### config.mk
export PLATFORM = sky130hd
export DESIGN_NAME = system_top
export DESIGN_NICKNAME = d
export VERILOG_FILES = /design/src/logic/bus_pkg.sv /design/src/logic/periph_pkg.sv /design/src/logic/system_top.sv /design/src/logic/volume_pwm.sv /design/src/logic/gpio_port.sv /design/src/logic/config_regs.sv /design/src/logic/wb_decoder.sv
export SDC_FILE = /design/constraint.sdc
export NUM_CORES = 1
export LEC_CHECK = 0
export BUFFER_PORTS_ARGS = -buffer_cell sky130_fd_sc_hd__buf_2
export CORE_ASPECT_RATIO = 1.2
export CORE_MARGIN = 2
export CORE_UTILIZATION = 30
export CTS_CLUSTER_DIAMETER = 100
export DETAILED_ROUTE_END_ITERATION = 6
export PLACE_DENSITY = 0.51
export REMOVE_ABC_BUFFERS = 1
export SETUP_SLACK_MARGIN = 0.1
export SLEW_MARGIN = 20
export SYNTH_ARGS = -nofsm -noshare
export SYNTH_HDL_FRONTEND = slang
export SYNTH_SLANG_ARGS = --single-unit
### constraint.sdc
create_clock -name clk -period 2.3 [get_ports clk]
set_input_delay 0.23 -clock clk [delete_from_list [all_inputs] [get_ports clk]]
set_output_delay 0.23 -clock clk [all_outputs]
set_load 0.01 [all_outputs]
### src/logic/bus_pkg.sv
// Wishbone bus widths, region codes and address view shared by decoder, targets and top

package bus_pkg;

  // ------------------------------------------------------------
  // Bus widths
  // ------------------------------------------------------------
  localparam int ADDR_W   = 15;
  localparam int DATA_W   = 16;
  localparam int REGION_W = 3;
  localparam int OFFSET_W = ADDR_W - REGION_W;

  // ------------------------------------------------------------
  // Region codes in the upper three address bits
  // ------------------------------------------------------------
  // Configuration block at 0x0000
  localparam logic [REGION_W-1:0] REGION_CFG  = 3'b000;
  // GPIO port at 0x4000
  localparam logic [REGION_W-1:0] REGION_GPIO = 3'b100;

  // One data word on the bus
  typedef logic [DATA_W-1:0] bus_word_t;

  // Address word seen either whole or as region over offset
  typedef union packed {
    logic [ADDR_W-1:0] raw;
    struct packed {
      logic [REGION_W-1:0] region;
      logic [OFFSET_W-1:0] offset;
    } field;
  } bus_addr_u;

endpackage
### src/logic/periph_pkg.sv
// Register offsets, reset values and PWM constants of the configuration, GPIO and PWM blocks

package periph_pkg;

  // ------------------------------------------------------------
  // Configuration region
  // ------------------------------------------------------------
  // Version word with the lowest quarter first
  localparam logic [bus_pkg::OFFSET_W-1:0] CFG_VERSION_0  = 12'h000;
  localparam logic [bus_pkg::OFFSET_W-1:0] CFG_VERSION_1  = 12'h001;
  localparam logic [bus_pkg::OFFSET_W-1:0] CFG_VERSION_2  = 12'h002;
  localparam logic [bus_pkg::OFFSET_W-1:0] CFG_VERSION_3  = 12'h003;
  localparam logic [bus_pkg::OFFSET_W-1:0] CFG_VOLUME     = 12'h004;
  localparam logic [bus_pkg::OFFSET_W-1:0] CFG_AUDIO_CTRL = 12'h005;

  localparam logic [63:0] VERSION = 64'hBAD2_6032_000A_0001;

  // Audio control bits
  localparam int AUDIO_CTRL_W   = 2;
  localparam int AUDIO_MUTE_BIT = 0;
  localparam int AUDIO_HP_BIT   = 1;

  // Muted with the speaker selected
  localparam logic [AUDIO_CTRL_W-1:0] AUDIO_CTRL_RESET = 2'b01;
  localparam logic [bus_pkg::DATA_W-1:0] VOLUME_RESET  = 16'd15;

  // ------------------------------------------------------------
  // GPIO region
  // ------------------------------------------------------------
  localparam logic [bus_pkg::OFFSET_W-1:0] GPIO_DIR = 12'h000;
  localparam logic [bus_pkg::OFFSET_W-1:0] GPIO_OUT = 12'h001;
  localparam logic [bus_pkg::OFFSET_W-1:0] GPIO_IN  = 12'h002;

  localparam int GPIO_W = 13;

  // ------------------------------------------------------------
  // Volume PWM
  // ------------------------------------------------------------
  localparam int PWM_PERIOD = 30;
  localparam int PWM_CNT_W  = $clog2(PWM_PERIOD);

endpackage

### src/logic/system_top.sv
// Peripheral system top joining the Wishbone decoder, config block, GPIO port and volume PWM
`timescale 1ns/10ps

module system_top (
  input  logic                           clk,
  input  logic                           rst_i,
  // Wishbone classic master
  input  logic [bus_pkg::ADDR_W-1:0]     wb_adr_i,
  input  bus_pkg::bus_word_t             wb_dat_i,
  output bus_pkg::bus_word_t             wb_dat_o,
  input  logic                           wb_we_i,
  input  logic                           wb_cyc_i,
  input  logic                           wb_stb_i,
  output logic                           wb_ack_o,
  // GPIO pins
  input  logic [periph_pkg::GPIO_W-1:0]  gpio_in_i,
  output logic [periph_pkg::GPIO_W-1:0]  gpio_out_o,
  output logic [periph_pkg::GPIO_W-1:0]  gpio_oe_o,
  // DAC controls
  output logic                           dac_volume_o,
  output logic                           dac_mute_o,
  output logic                           dac_hp_nspk_o
);

  logic [bus_pkg::OFFSET_W-1:0] tgt_offset;
  bus_pkg::bus_word_t           tgt_dat;
  logic                         tgt_we;
  logic                         cfg_stb;
  logic                         cfg_ack;
  bus_pkg::bus_word_t           cfg_dat;
  logic                         gpio_stb;
  logic                         gpio_ack;
  bus_pkg::bus_word_t           gpio_dat;
  bus_pkg::bus_word_t           volume;

  // ------------------------------------------------------------
  // Interconnect
  // ------------------------------------------------------------
  wb_decoder wb_decoder_inst (
    .clk          (clk),
    .rst_i        (rst_i),
    .wb_adr_i     (wb_adr_i),
    .wb_dat_i     (wb_dat_i),
    .wb_we_i      (wb_we_i),
    .wb_cyc_i     (wb_cyc_i),
    .wb_stb_i     (wb_stb_i),
    .wb_dat_o     (wb_dat_o),
    .wb_ack_o     (wb_ack_o),
    .tgt_offset_o (tgt_offset),
    .tgt_dat_o    (tgt_dat),
    .tgt_we_o     (tgt_we),
    .cfg_stb_o    (cfg_stb),
    .cfg_dat_i    (cfg_dat),
    .cfg_ack_i    (cfg_ack),
    .gpio_stb_o   (gpio_stb),
    .gpio_dat_i   (gpio_dat),
    .gpio_ack_i   (gpio_ack)
  );

  // ------------------------------------------------------------
  // Targets
  // ------------------------------------------------------------
  config_regs config_regs_inst (
    .clk       (clk),
    .rst_i     (rst_i),
    .stb_i     (cfg_stb),
    .we_i      (tgt_we),
    .offset_i  (tgt_offset),
    .dat_i     (tgt_dat),
    .dat_o     (cfg_dat),
    .ack_o     (cfg_ack),
    .volume_o  (volume),
    .mute_o    (dac_mute_o),
    .hp_nspk_o (dac_hp_nspk_o)
  );

  gpio_port gpio_port_inst (
    .clk        (clk),
    .rst_i      (rst_i),
    .stb_i      (gpio_stb),
    .we_i       (tgt_we),
    .offset_i   (tgt_offset),
    .dat_i      (tgt_dat),
    .dat_o      (gpio_dat),
    .ack_o      (gpio_ack),
    .gpio_in_i  (gpio_in_i),
    .gpio_out_o (gpio_out_o),
    .gpio_oe_o  (gpio_oe_o)
  );

  // Volume to the DAC as PWM
  volume_pwm volume_pwm_inst (
    .clk      (clk),
    .rst_i    (rst_i),
    .volume_i (volume),
    .pwm_o    (dac_volume_o)
  );

endmodule

### src/logic/volume_pwm.sv
// Volume PWM generator whose duty per period follows the configured volume word
`timescale 1ns/10ps

module volume_pwm (
  input  logic               clk,
  input  logic               rst_i,
  input  bus_pkg::bus_word_t volume_i,
  output logic               pwm_o
);

  localparam logic [periph_pkg::PWM_CNT_W-1:0] CNT_LAST =
    periph_pkg::PWM_CNT_W'(periph_pkg::PWM_PERIOD - 1);

  logic [periph_pkg::PWM_CNT_W-1:0] cnt_q;
  bus_pkg::bus_word_t               duty_q;
  logic                             wrap;

  assign wrap = (cnt_q == CNT_LAST);

  // ------------------------------------------------------------
  // Period counter and duty latch
  // ------------------------------------------------------------
  // Duty is sampled on the last count, so a new volume
  // only applies from the following period
  always_ff @(posedge clk) begin
    if (rst_i) begin
      cnt_q  <= '0;
      duty_q <= periph_pkg::VOLUME_RESET;
    end else if (wrap) begin
      cnt_q  <= '0;
      duty_q <= volume_i;
    end else begin
      cnt_q <= cnt_q + 1'b1;
    end
  end

  // High while below duty, so duty >= period keeps it high
  assign pwm_o = (bus_pkg::DATA_W'(cnt_q) < duty_q);

endmodule

### src/logic/gpio_port.sv
// GPIO port with direction, output and synchronized input registers behind a Wishbone target
`timescale 1ns/10ps

module gpio_port (
  input  logic                           clk,
  input  logic                           rst_i,
  // Wishbone target
  input  logic                           stb_i,
  input  logic                           we_i,
  input  logic [bus_pkg::OFFSET_W-1:0]   offset_i,
  input  bus_pkg::bus_word_t             dat_i,
  output bus_pkg::bus_word_t             dat_o,
  output logic                           ack_o,
  // Pins
  input  logic [periph_pkg::GPIO_W-1:0]  gpio_in_i,
  output logic [periph_pkg::GPIO_W-1:0]  gpio_out_o,
  output logic [periph_pkg::GPIO_W-1:0]  gpio_oe_o
);

  logic                           ack_q;
  logic                           access;
  bus_pkg::bus_word_t             rd_data;
  bus_pkg::bus_word_t             dat_q;
  logic [periph_pkg::GPIO_W-1:0]  dir_q;
  logic [periph_pkg::GPIO_W-1:0]  out_q;
  logic [periph_pkg::GPIO_W-1:0]  in_meta_q;
  logic [periph_pkg::GPIO_W-1:0]  in_sync_q;

  assign access = stb_i & ~ack_q;

  // ------------------------------------------------------------
  // Two-flop input synchronizer
  // ------------------------------------------------------------
  always_ff @(posedge clk) begin
    in_meta_q <= gpio_in_i;
    in_sync_q <= in_meta_q;
  end

  // ------------------------------------------------------------
  // Read mux with upper bits zero
  // ------------------------------------------------------------
  always_comb begin
    case (offset_i)
      periph_pkg::GPIO_DIR: rd_data = bus_pkg::DATA_W'(dir_q);
      periph_pkg::GPIO_OUT: rd_data = bus_pkg::DATA_W'(out_q);
      periph_pkg::GPIO_IN:  rd_data = bus_pkg::DATA_W'(in_sync_q);
      default:              rd_data = '0;
    endcase
  end

  // ------------------------------------------------------------
  // Handshake, direction and output registers
  // ------------------------------------------------------------
  always_ff @(posedge clk) begin
    if (rst_i) begin
      ack_q <= 1'b0;
      dir_q <= '0;
      out_q <= '0;
    end else begin
      ack_q <= access;
      if (access && we_i) begin
        case (offset_i)
          periph_pkg::GPIO_DIR: dir_q <= dat_i[periph_pkg::GPIO_W-1:0];
          periph_pkg::GPIO_OUT: out_q <= dat_i[periph_pkg::GPIO_W-1:0];
          // Input register is read-only
          default: ;
        endcase
      end
    end
  end

  always_ff @(posedge clk) begin
    if (access) begin
      dat_q <= rd_data;
    end
  end

  assign dat_o      = dat_q;
  assign ack_o      = ack_q;
  assign gpio_oe_o  = dir_q;
  assign gpio_out_o = out_q;

endmodule

### src/logic/config_regs.sv
// Configuration registers with read-only version quarters plus volume and audio control
`timescale 1ns/10ps

module config_regs (
  input  logic                         clk,
  input  logic                         rst_i,
  // Wishbone target
  input  logic                         stb_i,
  input  logic                         we_i,
  input  logic [bus_pkg::OFFSET_W-1:0] offset_i,
  input  bus_pkg::bus_word_t           dat_i,
  output bus_pkg::bus_word_t           dat_o,
  output logic                         ack_o,
  // Audio settings
  output bus_pkg::bus_word_t           volume_o,
  output logic                         mute_o,
  output logic                         hp_nspk_o
);

  logic                                  ack_q;
  logic                                  access;
  bus_pkg::bus_word_t                    rd_data;
  bus_pkg::bus_word_t                    dat_q;
  bus_pkg::bus_word_t                    volume_q;
  logic [periph_pkg::AUDIO_CTRL_W-1:0]   audio_ctrl_q;

  // New access only when no ack is pending
  assign access = stb_i & ~ack_q;

  // ------------------------------------------------------------
  // Read mux
  // ------------------------------------------------------------
  always_comb begin
    case (offset_i)
      periph_pkg::CFG_VERSION_0:  rd_data = periph_pkg::VERSION[15:0];
      periph_pkg::CFG_VERSION_1:  rd_data = periph_pkg::VERSION[31:16];
      periph_pkg::CFG_VERSION_2:  rd_data = periph_pkg::VERSION[47:32];
      periph_pkg::CFG_VERSION_3:  rd_data = periph_pkg::VERSION[63:48];
      periph_pkg::CFG_VOLUME:     rd_data = volume_q;
      periph_pkg::CFG_AUDIO_CTRL: rd_data = bus_pkg::DATA_W'(audio_ctrl_q);
      default:                    rd_data = '0;
    endcase
  end

  // ------------------------------------------------------------
  // Handshake and writable registers
  // ------------------------------------------------------------
  always_ff @(posedge clk) begin
    if (rst_i) begin
      ack_q        <= 1'b0;
      volume_q     <= periph_pkg::VOLUME_RESET;
      audio_ctrl_q <= periph_pkg::AUDIO_CTRL_RESET;
    end else begin
      ack_q <= access;
      if (access && we_i) begin
        case (offset_i)
          periph_pkg::CFG_VOLUME:     volume_q     <= dat_i;
          periph_pkg::CFG_AUDIO_CTRL: audio_ctrl_q <= dat_i[periph_pkg::AUDIO_CTRL_W-1:0];
          // Version and unused offsets ignore writes
          default: ;
        endcase
      end
    end
  end

  // Read data captured with the request and held through ack
  always_ff @(posedge clk) begin
    if (access) begin
      dat_q <= rd_data;
    end
  end

  assign dat_o = dat_q;
  assign ack_o = ack_q;

  assign volume_o  = volume_q;
  assign mute_o    = audio_ctrl_q[periph_pkg::AUDIO_MUTE_BIT];
  assign hp_nspk_o = audio_ctrl_q[periph_pkg::AUDIO_HP_BIT];

endmodule

### src/logic/wb_decoder.sv
// Wishbone decoder that routes the master to the targets and answers unmapped addresses
`timescale 1ns/10ps

module wb_decoder (
  input  logic                                clk,
  input  logic                                rst_i,
  // Master side
  input  logic [bus_pkg::ADDR_W-1:0]          wb_adr_i,
  input  bus_pkg::bus_word_t                  wb_dat_i,
  input  logic                                wb_we_i,
  input  logic                                wb_cyc_i,
  input  logic                                wb_stb_i,
  output bus_pkg::bus_word_t                  wb_dat_o,
  output logic                                wb_ack_o,
  // Shared target request lines
  output logic [bus_pkg::OFFSET_W-1:0]        tgt_offset_o,
  output bus_pkg::bus_word_t                  tgt_dat_o,
  output logic                                tgt_we_o,
  // Configuration target
  output logic                                cfg_stb_o,
  input  bus_pkg::bus_word_t                  cfg_dat_i,
  input  logic                                cfg_ack_i,
  // GPIO target
  output logic                                gpio_stb_o,
  input  bus_pkg::bus_word_t                  gpio_dat_i,
  input  logic                                gpio_ack_i
);

  bus_pkg::bus_addr_u adr;
  logic               req;
  logic               hit_cfg;
  logic               hit_gpio;
  logic               unmapped_stb;
  logic               unmapped_ack_q;

  assign adr.raw = wb_adr_i;

  // ------------------------------------------------------------
  // Region decode
  // ------------------------------------------------------------
  assign req      = wb_cyc_i & wb_stb_i;
  assign hit_cfg  = (adr.field.region == bus_pkg::REGION_CFG);
  assign hit_gpio = (adr.field.region == bus_pkg::REGION_GPIO);

  assign cfg_stb_o    = req & hit_cfg;
  assign gpio_stb_o   = req & hit_gpio;
  assign unmapped_stb = req & ~hit_cfg & ~hit_gpio;

  // Same request lines go to every target
  assign tgt_offset_o = adr.field.offset;
  assign tgt_dat_o    = wb_dat_i;
  assign tgt_we_o     = wb_we_i;

  // ------------------------------------------------------------
  // Unmapped responder
  // ------------------------------------------------------------
  // One-cycle ack that drops writes
  always_ff @(posedge clk) begin
    if (rst_i) begin
      unmapped_ack_q <= 1'b0;
    end else begin
      unmapped_ack_q <= unmapped_stb & ~unmapped_ack_q;
    end
  end

  // ------------------------------------------------------------
  // Return path
  // ------------------------------------------------------------
  assign wb_ack_o = cfg_ack_i | gpio_ack_i | unmapped_ack_q;

  // Data of the acknowledging target or zero
  always_comb begin
    if (cfg_ack_i) begin
      wb_dat_o = cfg_dat_i;
    end else if (gpio_ack_i) begin
      wb_dat_o = gpio_dat_i;
    end else begin
      wb_dat_o = '0;
    end
  end

endmodule

==> run summary <==
Synthesis produced 437 cells. Following the worst setup path forward leads to its endpoint at dac_volume_o. After detailed routing, the total wire length is 12300 um. The logs give 0.000407 V for the largest voltage drop on the vdd net and 0.306 for the initial standard-cell utilization of the core. The reg-to-reg critical path startpoint is gpio_port_inst.ack_o.

In this run the worst path has a maximum fanout of 2. The tools report the cell row count as 49. TritonCTS built the clock tree. Counting I/O delays and the setup requirement, the final critical path takes 2.11 ns. STA classifies the critical path endpoint as a primary output.

The power density normalized to cell area was 818 nW/um^2; the pin count of the biggest net entering global routing was 25. The critical path starts at volume_pwm_inst.duty_q[1]. The worst register-to-register path has a depth of 5. The wire length of the first global-routing pass is 19500 um, and the number of remaining DRC errors is 0. The longest clock path from root to sink contains 2 buffers.

A synthesized cell averages 10.5 um^2. Once layout is done, the placed cells without fillers occupy 6120 um^2. For the setup fix buffers added after clock tree synthesis, the log shows 0.

Ranked by instance count, the synthesized netlist is headed by sky130_fd_sc_hd__dfxtp_1 (94), sky130_fd_sc_hd__nand2_1 (59), sky130_fd_sc_hd__nor2_1 (40), sky130_fd_sc_hd__a21oi_1 (37), sky130_fd_sc_hd__edfxtp_1 (29). The clock tree synthesis step divided the H-tree into 4 levels. The floorplan step set the die width to 117 um.

Commonest register cell after synthesis: sky130_fd_sc_hd__dfxtp_1. After detailed placement, the total cell area comes to 5390 um^2. The critical path is of the flop to primary output type.

The die is 139 um tall. CTS saw 123 sinks. The HPWL after detailed placement is 8660 um. The synthesis-stage register bit count came out at 123. Global routing finished with a remaining overflow of 0. In this run, placement finished with an instance count of 733. The setup slack on the worst flop-to-flop path is 0.61 ns. In this run the critical register-to-register path is captured at gpio_port_inst.gpio_oe_o[10]. Setup repair after global routing left no endpoint under its margin.

The tools report the clock root buffer master as sky130_fd_sc_hd__clkbuf_16. The share of the synthesized area in the top cell type was 0.411; the overall die area was 16300 um^2. For the worst setup path, the data arrival time is 1.88 ns. The logs give 218 for the DRC violation total after the first TritonRoute iteration and 15000 um^2 for the floorplan core area. The final hold violation count was 0; the total clock buffers created by CTS was 17.

At the end of the flow, the number of nets in the layout was 616. The worst relative slew slack is 0.629, and the setup slack after layout is 0.195 ns. The fraction of layout cells with a size suffix above 1 is 0.270. The initial antenna violation count was 0; the via total after detailed routing was 3635. The run gives 0 as the max-slew violation count. The flow ran to the end, and the final reports show no timing, DRC or antenna violations. The kind of launch point of the worst setup path was a flop.

Before CTS, the worst setup slack after placement is 0.313 ns. The transition time at the pin with the least slew margin works out to 0.555 ns. Between clock sinks in the finished design, the worst skew comes to 0.00372 ns. Top cell type by total area after synthesis: sky130_fd_sc_hd__dfxtp_1. Counting flops with a built-in enable in the synthesized netlist gives 29.

The required time of the critical path is 2.07 ns. Static timing analysis puts the maximum clock frequency at 0.475 GHz. The register area share after synthesis was 0.601; the number of vias per cell after detailed routing was 4.67. Share of the clock period used by the worst path: 0.915. The number of synthesis warnings is 0, and the final weighted congestion in routability-driven placement is 0.825.

The routed length per instance works out to 15.8 um. For this run, the number of standard cells in the final layout without fillers is 778. sky130_fd_sc_hd__dfxtp_1 is the most common cell in the netlist. The tools report the remaining antenna violation count after routing as 0.

After clock tree synthesis, the clock-pin slew on the worst setup and hold paths is 0.05 ns. The count of buffers inserted at the top-level ports is 94. Setup violations remaining at the end of the flow were counted as 0. Compared with the post-synthesis result, the final layout area differs by 33.6%. After synthesis the cells add up to 4580 um^2.

Summed over all cells, the static leakage comes to 2.67 nW. The synthesized netlist contains 43 unique library cells. In this run the count of I/O pins placed on the die edge is 95. Max-cap violations in this run came to 0. The min-delay analysis places its worst path in the category input pin to flop. First-pass iteration count of the detailed router: 5. The repair_antennas step left the layout with diodes totalling 0. The share of async-settable or async-resettable flops after synthesis is 0, and the clock insertion delay at the later pin of the skew report is 0.41 ns.

The logs give 0.160 for the total global routing track utilization and 0.0642 ns for the smallest hold slack. After synthesis, the cell types taking the most area are sky130_fd_sc_hd__dfxtp_1 (41%), sky130_fd_sc_hd__edfxtp_1 (19%), sky130_fd_sc_hd__mux2i_1 (5.9%). For the via count of the first global-routing pass, the log shows 3672.
[layout make-up]
| type | count | area, um^2 |
|---|---|---|
| Clock buffer | 27 | 536 |
| Tap cell | 204 | 255 |
| Timing Repair Buffer | 133 | 796 |
| Inverter | 22 | 82.6 |
| Multi-Input combinational cell | 264 | 1650 |
| Sequential cell | 123 | 2750 |
| Fill cell | 1506 | 8840 |
| Clock inverter | 5 | 52.6 |
[critical path, cell delays in order (launching register included)]
cell and delay [ns]:
sky130_fd_sc_hd__dfxtp_1 0.30, sky130_fd_sc_hd__inv_1 0.05, sky130_fd_sc_hd__ha_1 0.28, sky130_fd_sc_hd__a21o_1 0.16, sky130_fd_sc_hd__a21o_1 0.17, sky130_fd_sc_hd__a211o_1 0.26, sky130_fd_sc_hd__o2111ai_2 0.07, sky130_fd_sc_hd__buf_2 0.17
[layer usage]
metal / vias to the layer above / GRT usage / wire length (um)
li1: 1790 / - / -
met1: 1726 / 0.199 / 5310
met2: 99 / 0.260 / 6140
met3: 20 / 0.0361 / 573
met4: 0 / 0.0718 / 271
met5: - / 0 / 0
[registers in the layout, summed over array words and instances (netlist names)]
| signal | count |
|---|---|
| volume_pwm_inst.duty_q | 16 |
| gpio_port_inst.in_meta_q | 13 |
| gpio_port_inst.in_sync_q | 13 |
| gpio_port_inst.dat_o | 13 |
| config_regs_inst.dat_o | 16 |
| wb_decoder_inst.unmapped_ack_q | 1 |
| gpio_port_inst.ack_o | 1 |
| volume_pwm_inst.cnt_q | 5 |
| gpio_port_inst.gpio_oe_o | 13 |
| config_regs_inst.ack_o | 1 |
| gpio_port_inst.gpio_out_o | 13 |
| config_regs_inst.audio_ctrl_q | 2 |
| config_regs_inst.volume_o | 16 |
[how the worst min path moves through the flow]
stage,cells past startpoint,endpoint,slack (ns),from
global placement,0,gpio_port_inst.in_sync_q[6],0.31,gpio_port_inst.in_meta_q[6]
floorplan,0,gpio_port_inst.in_meta_q[0],0.26,gpio_in_i[0]
CTS,3,config_regs_inst.volume_o[14],0.06,wb_dat_i[14]
detailed placement,0,gpio_port_inst.in_sync_q[8],0.31,gpio_port_inst.in_meta_q[8]
global route,3,config_regs_inst.volume_o[13],0.06,wb_dat_i[13]
finish,3,config_regs_inst.volume_o[14],0.06,wb_dat_i[14]
[what timing repair did]
item                       in CTS  in global routing
setup endpoints to repair       0                  1
resized for setup               0                  2
hold endpoints to repair       13                  0
hold buffers                   13                  0
[where the power goes]
part	internal, mW	switching [mW]	total [mW]
Sequential	2.24	0.0143	2.26
Combinational	0.0742	0.0862	0.160
Clock	1.70	0.899	2.59
Total	4.01	0.999	5.01
[cells in the final DEF (no fill, tap or decap), drive strengths merged, types with 3 or more instances in the layout]
| cell type | synthesis | routed |
|---|---|---|
| nor3 | 15 | 15 |
| nor2b | 3 | 3 |
| dlygate4sd3 | 0 | 13 |
| inv | 22 | 22 |
| clkinv | 0 | 3 |
| buf | 10 | 120 |
| mux2i | 27 | 27 |
| a211o | 5 | 5 |
| nand2b | 3 | 3 |
| and3 | 4 | 4 |
| nor4 | 6 | 6 |
| nand2 | 59 | 59 |
| a21o | 5 | 5 |
| nor2 | 40 | 40 |
| a21oi | 37 | 37 |
| ha | 6 | 6 |
| nand4 | 3 | 3 |
| and2 | 4 | 4 |
| and4 | 3 | 3 |
| a22o | 12 | 12 |
| edfxtp | 29 | 29 |
| a222oi | 13 | 13 |
| dfxtp | 94 | 94 |
| clkbuf | 18 | 27 |
[kinds of logic after synthesis]
kind of cell	synth area share
XOR/XNOR	0.00382
adder cells (fa/ha/maj)	0.0164
AND/OR/NAND/NOR	0.155
flip-flops	0.601
buffers and inverters	0.0467
multiplexers	0.0590
AO/OA/AOI/OAI	0.118
[through the flow]
stage	utilization	power, mW	setup TNS (ns)
CTS	0.408	5.07	0
floorplan	-	2.34	-9.10
finish	0.409	5.01	0
global route	0.409	5.18	0
global placement	0.360	2.44	0
detailed placement	0.360	2.45	0
No activity file was read; power rests on OpenSTA's default activity.
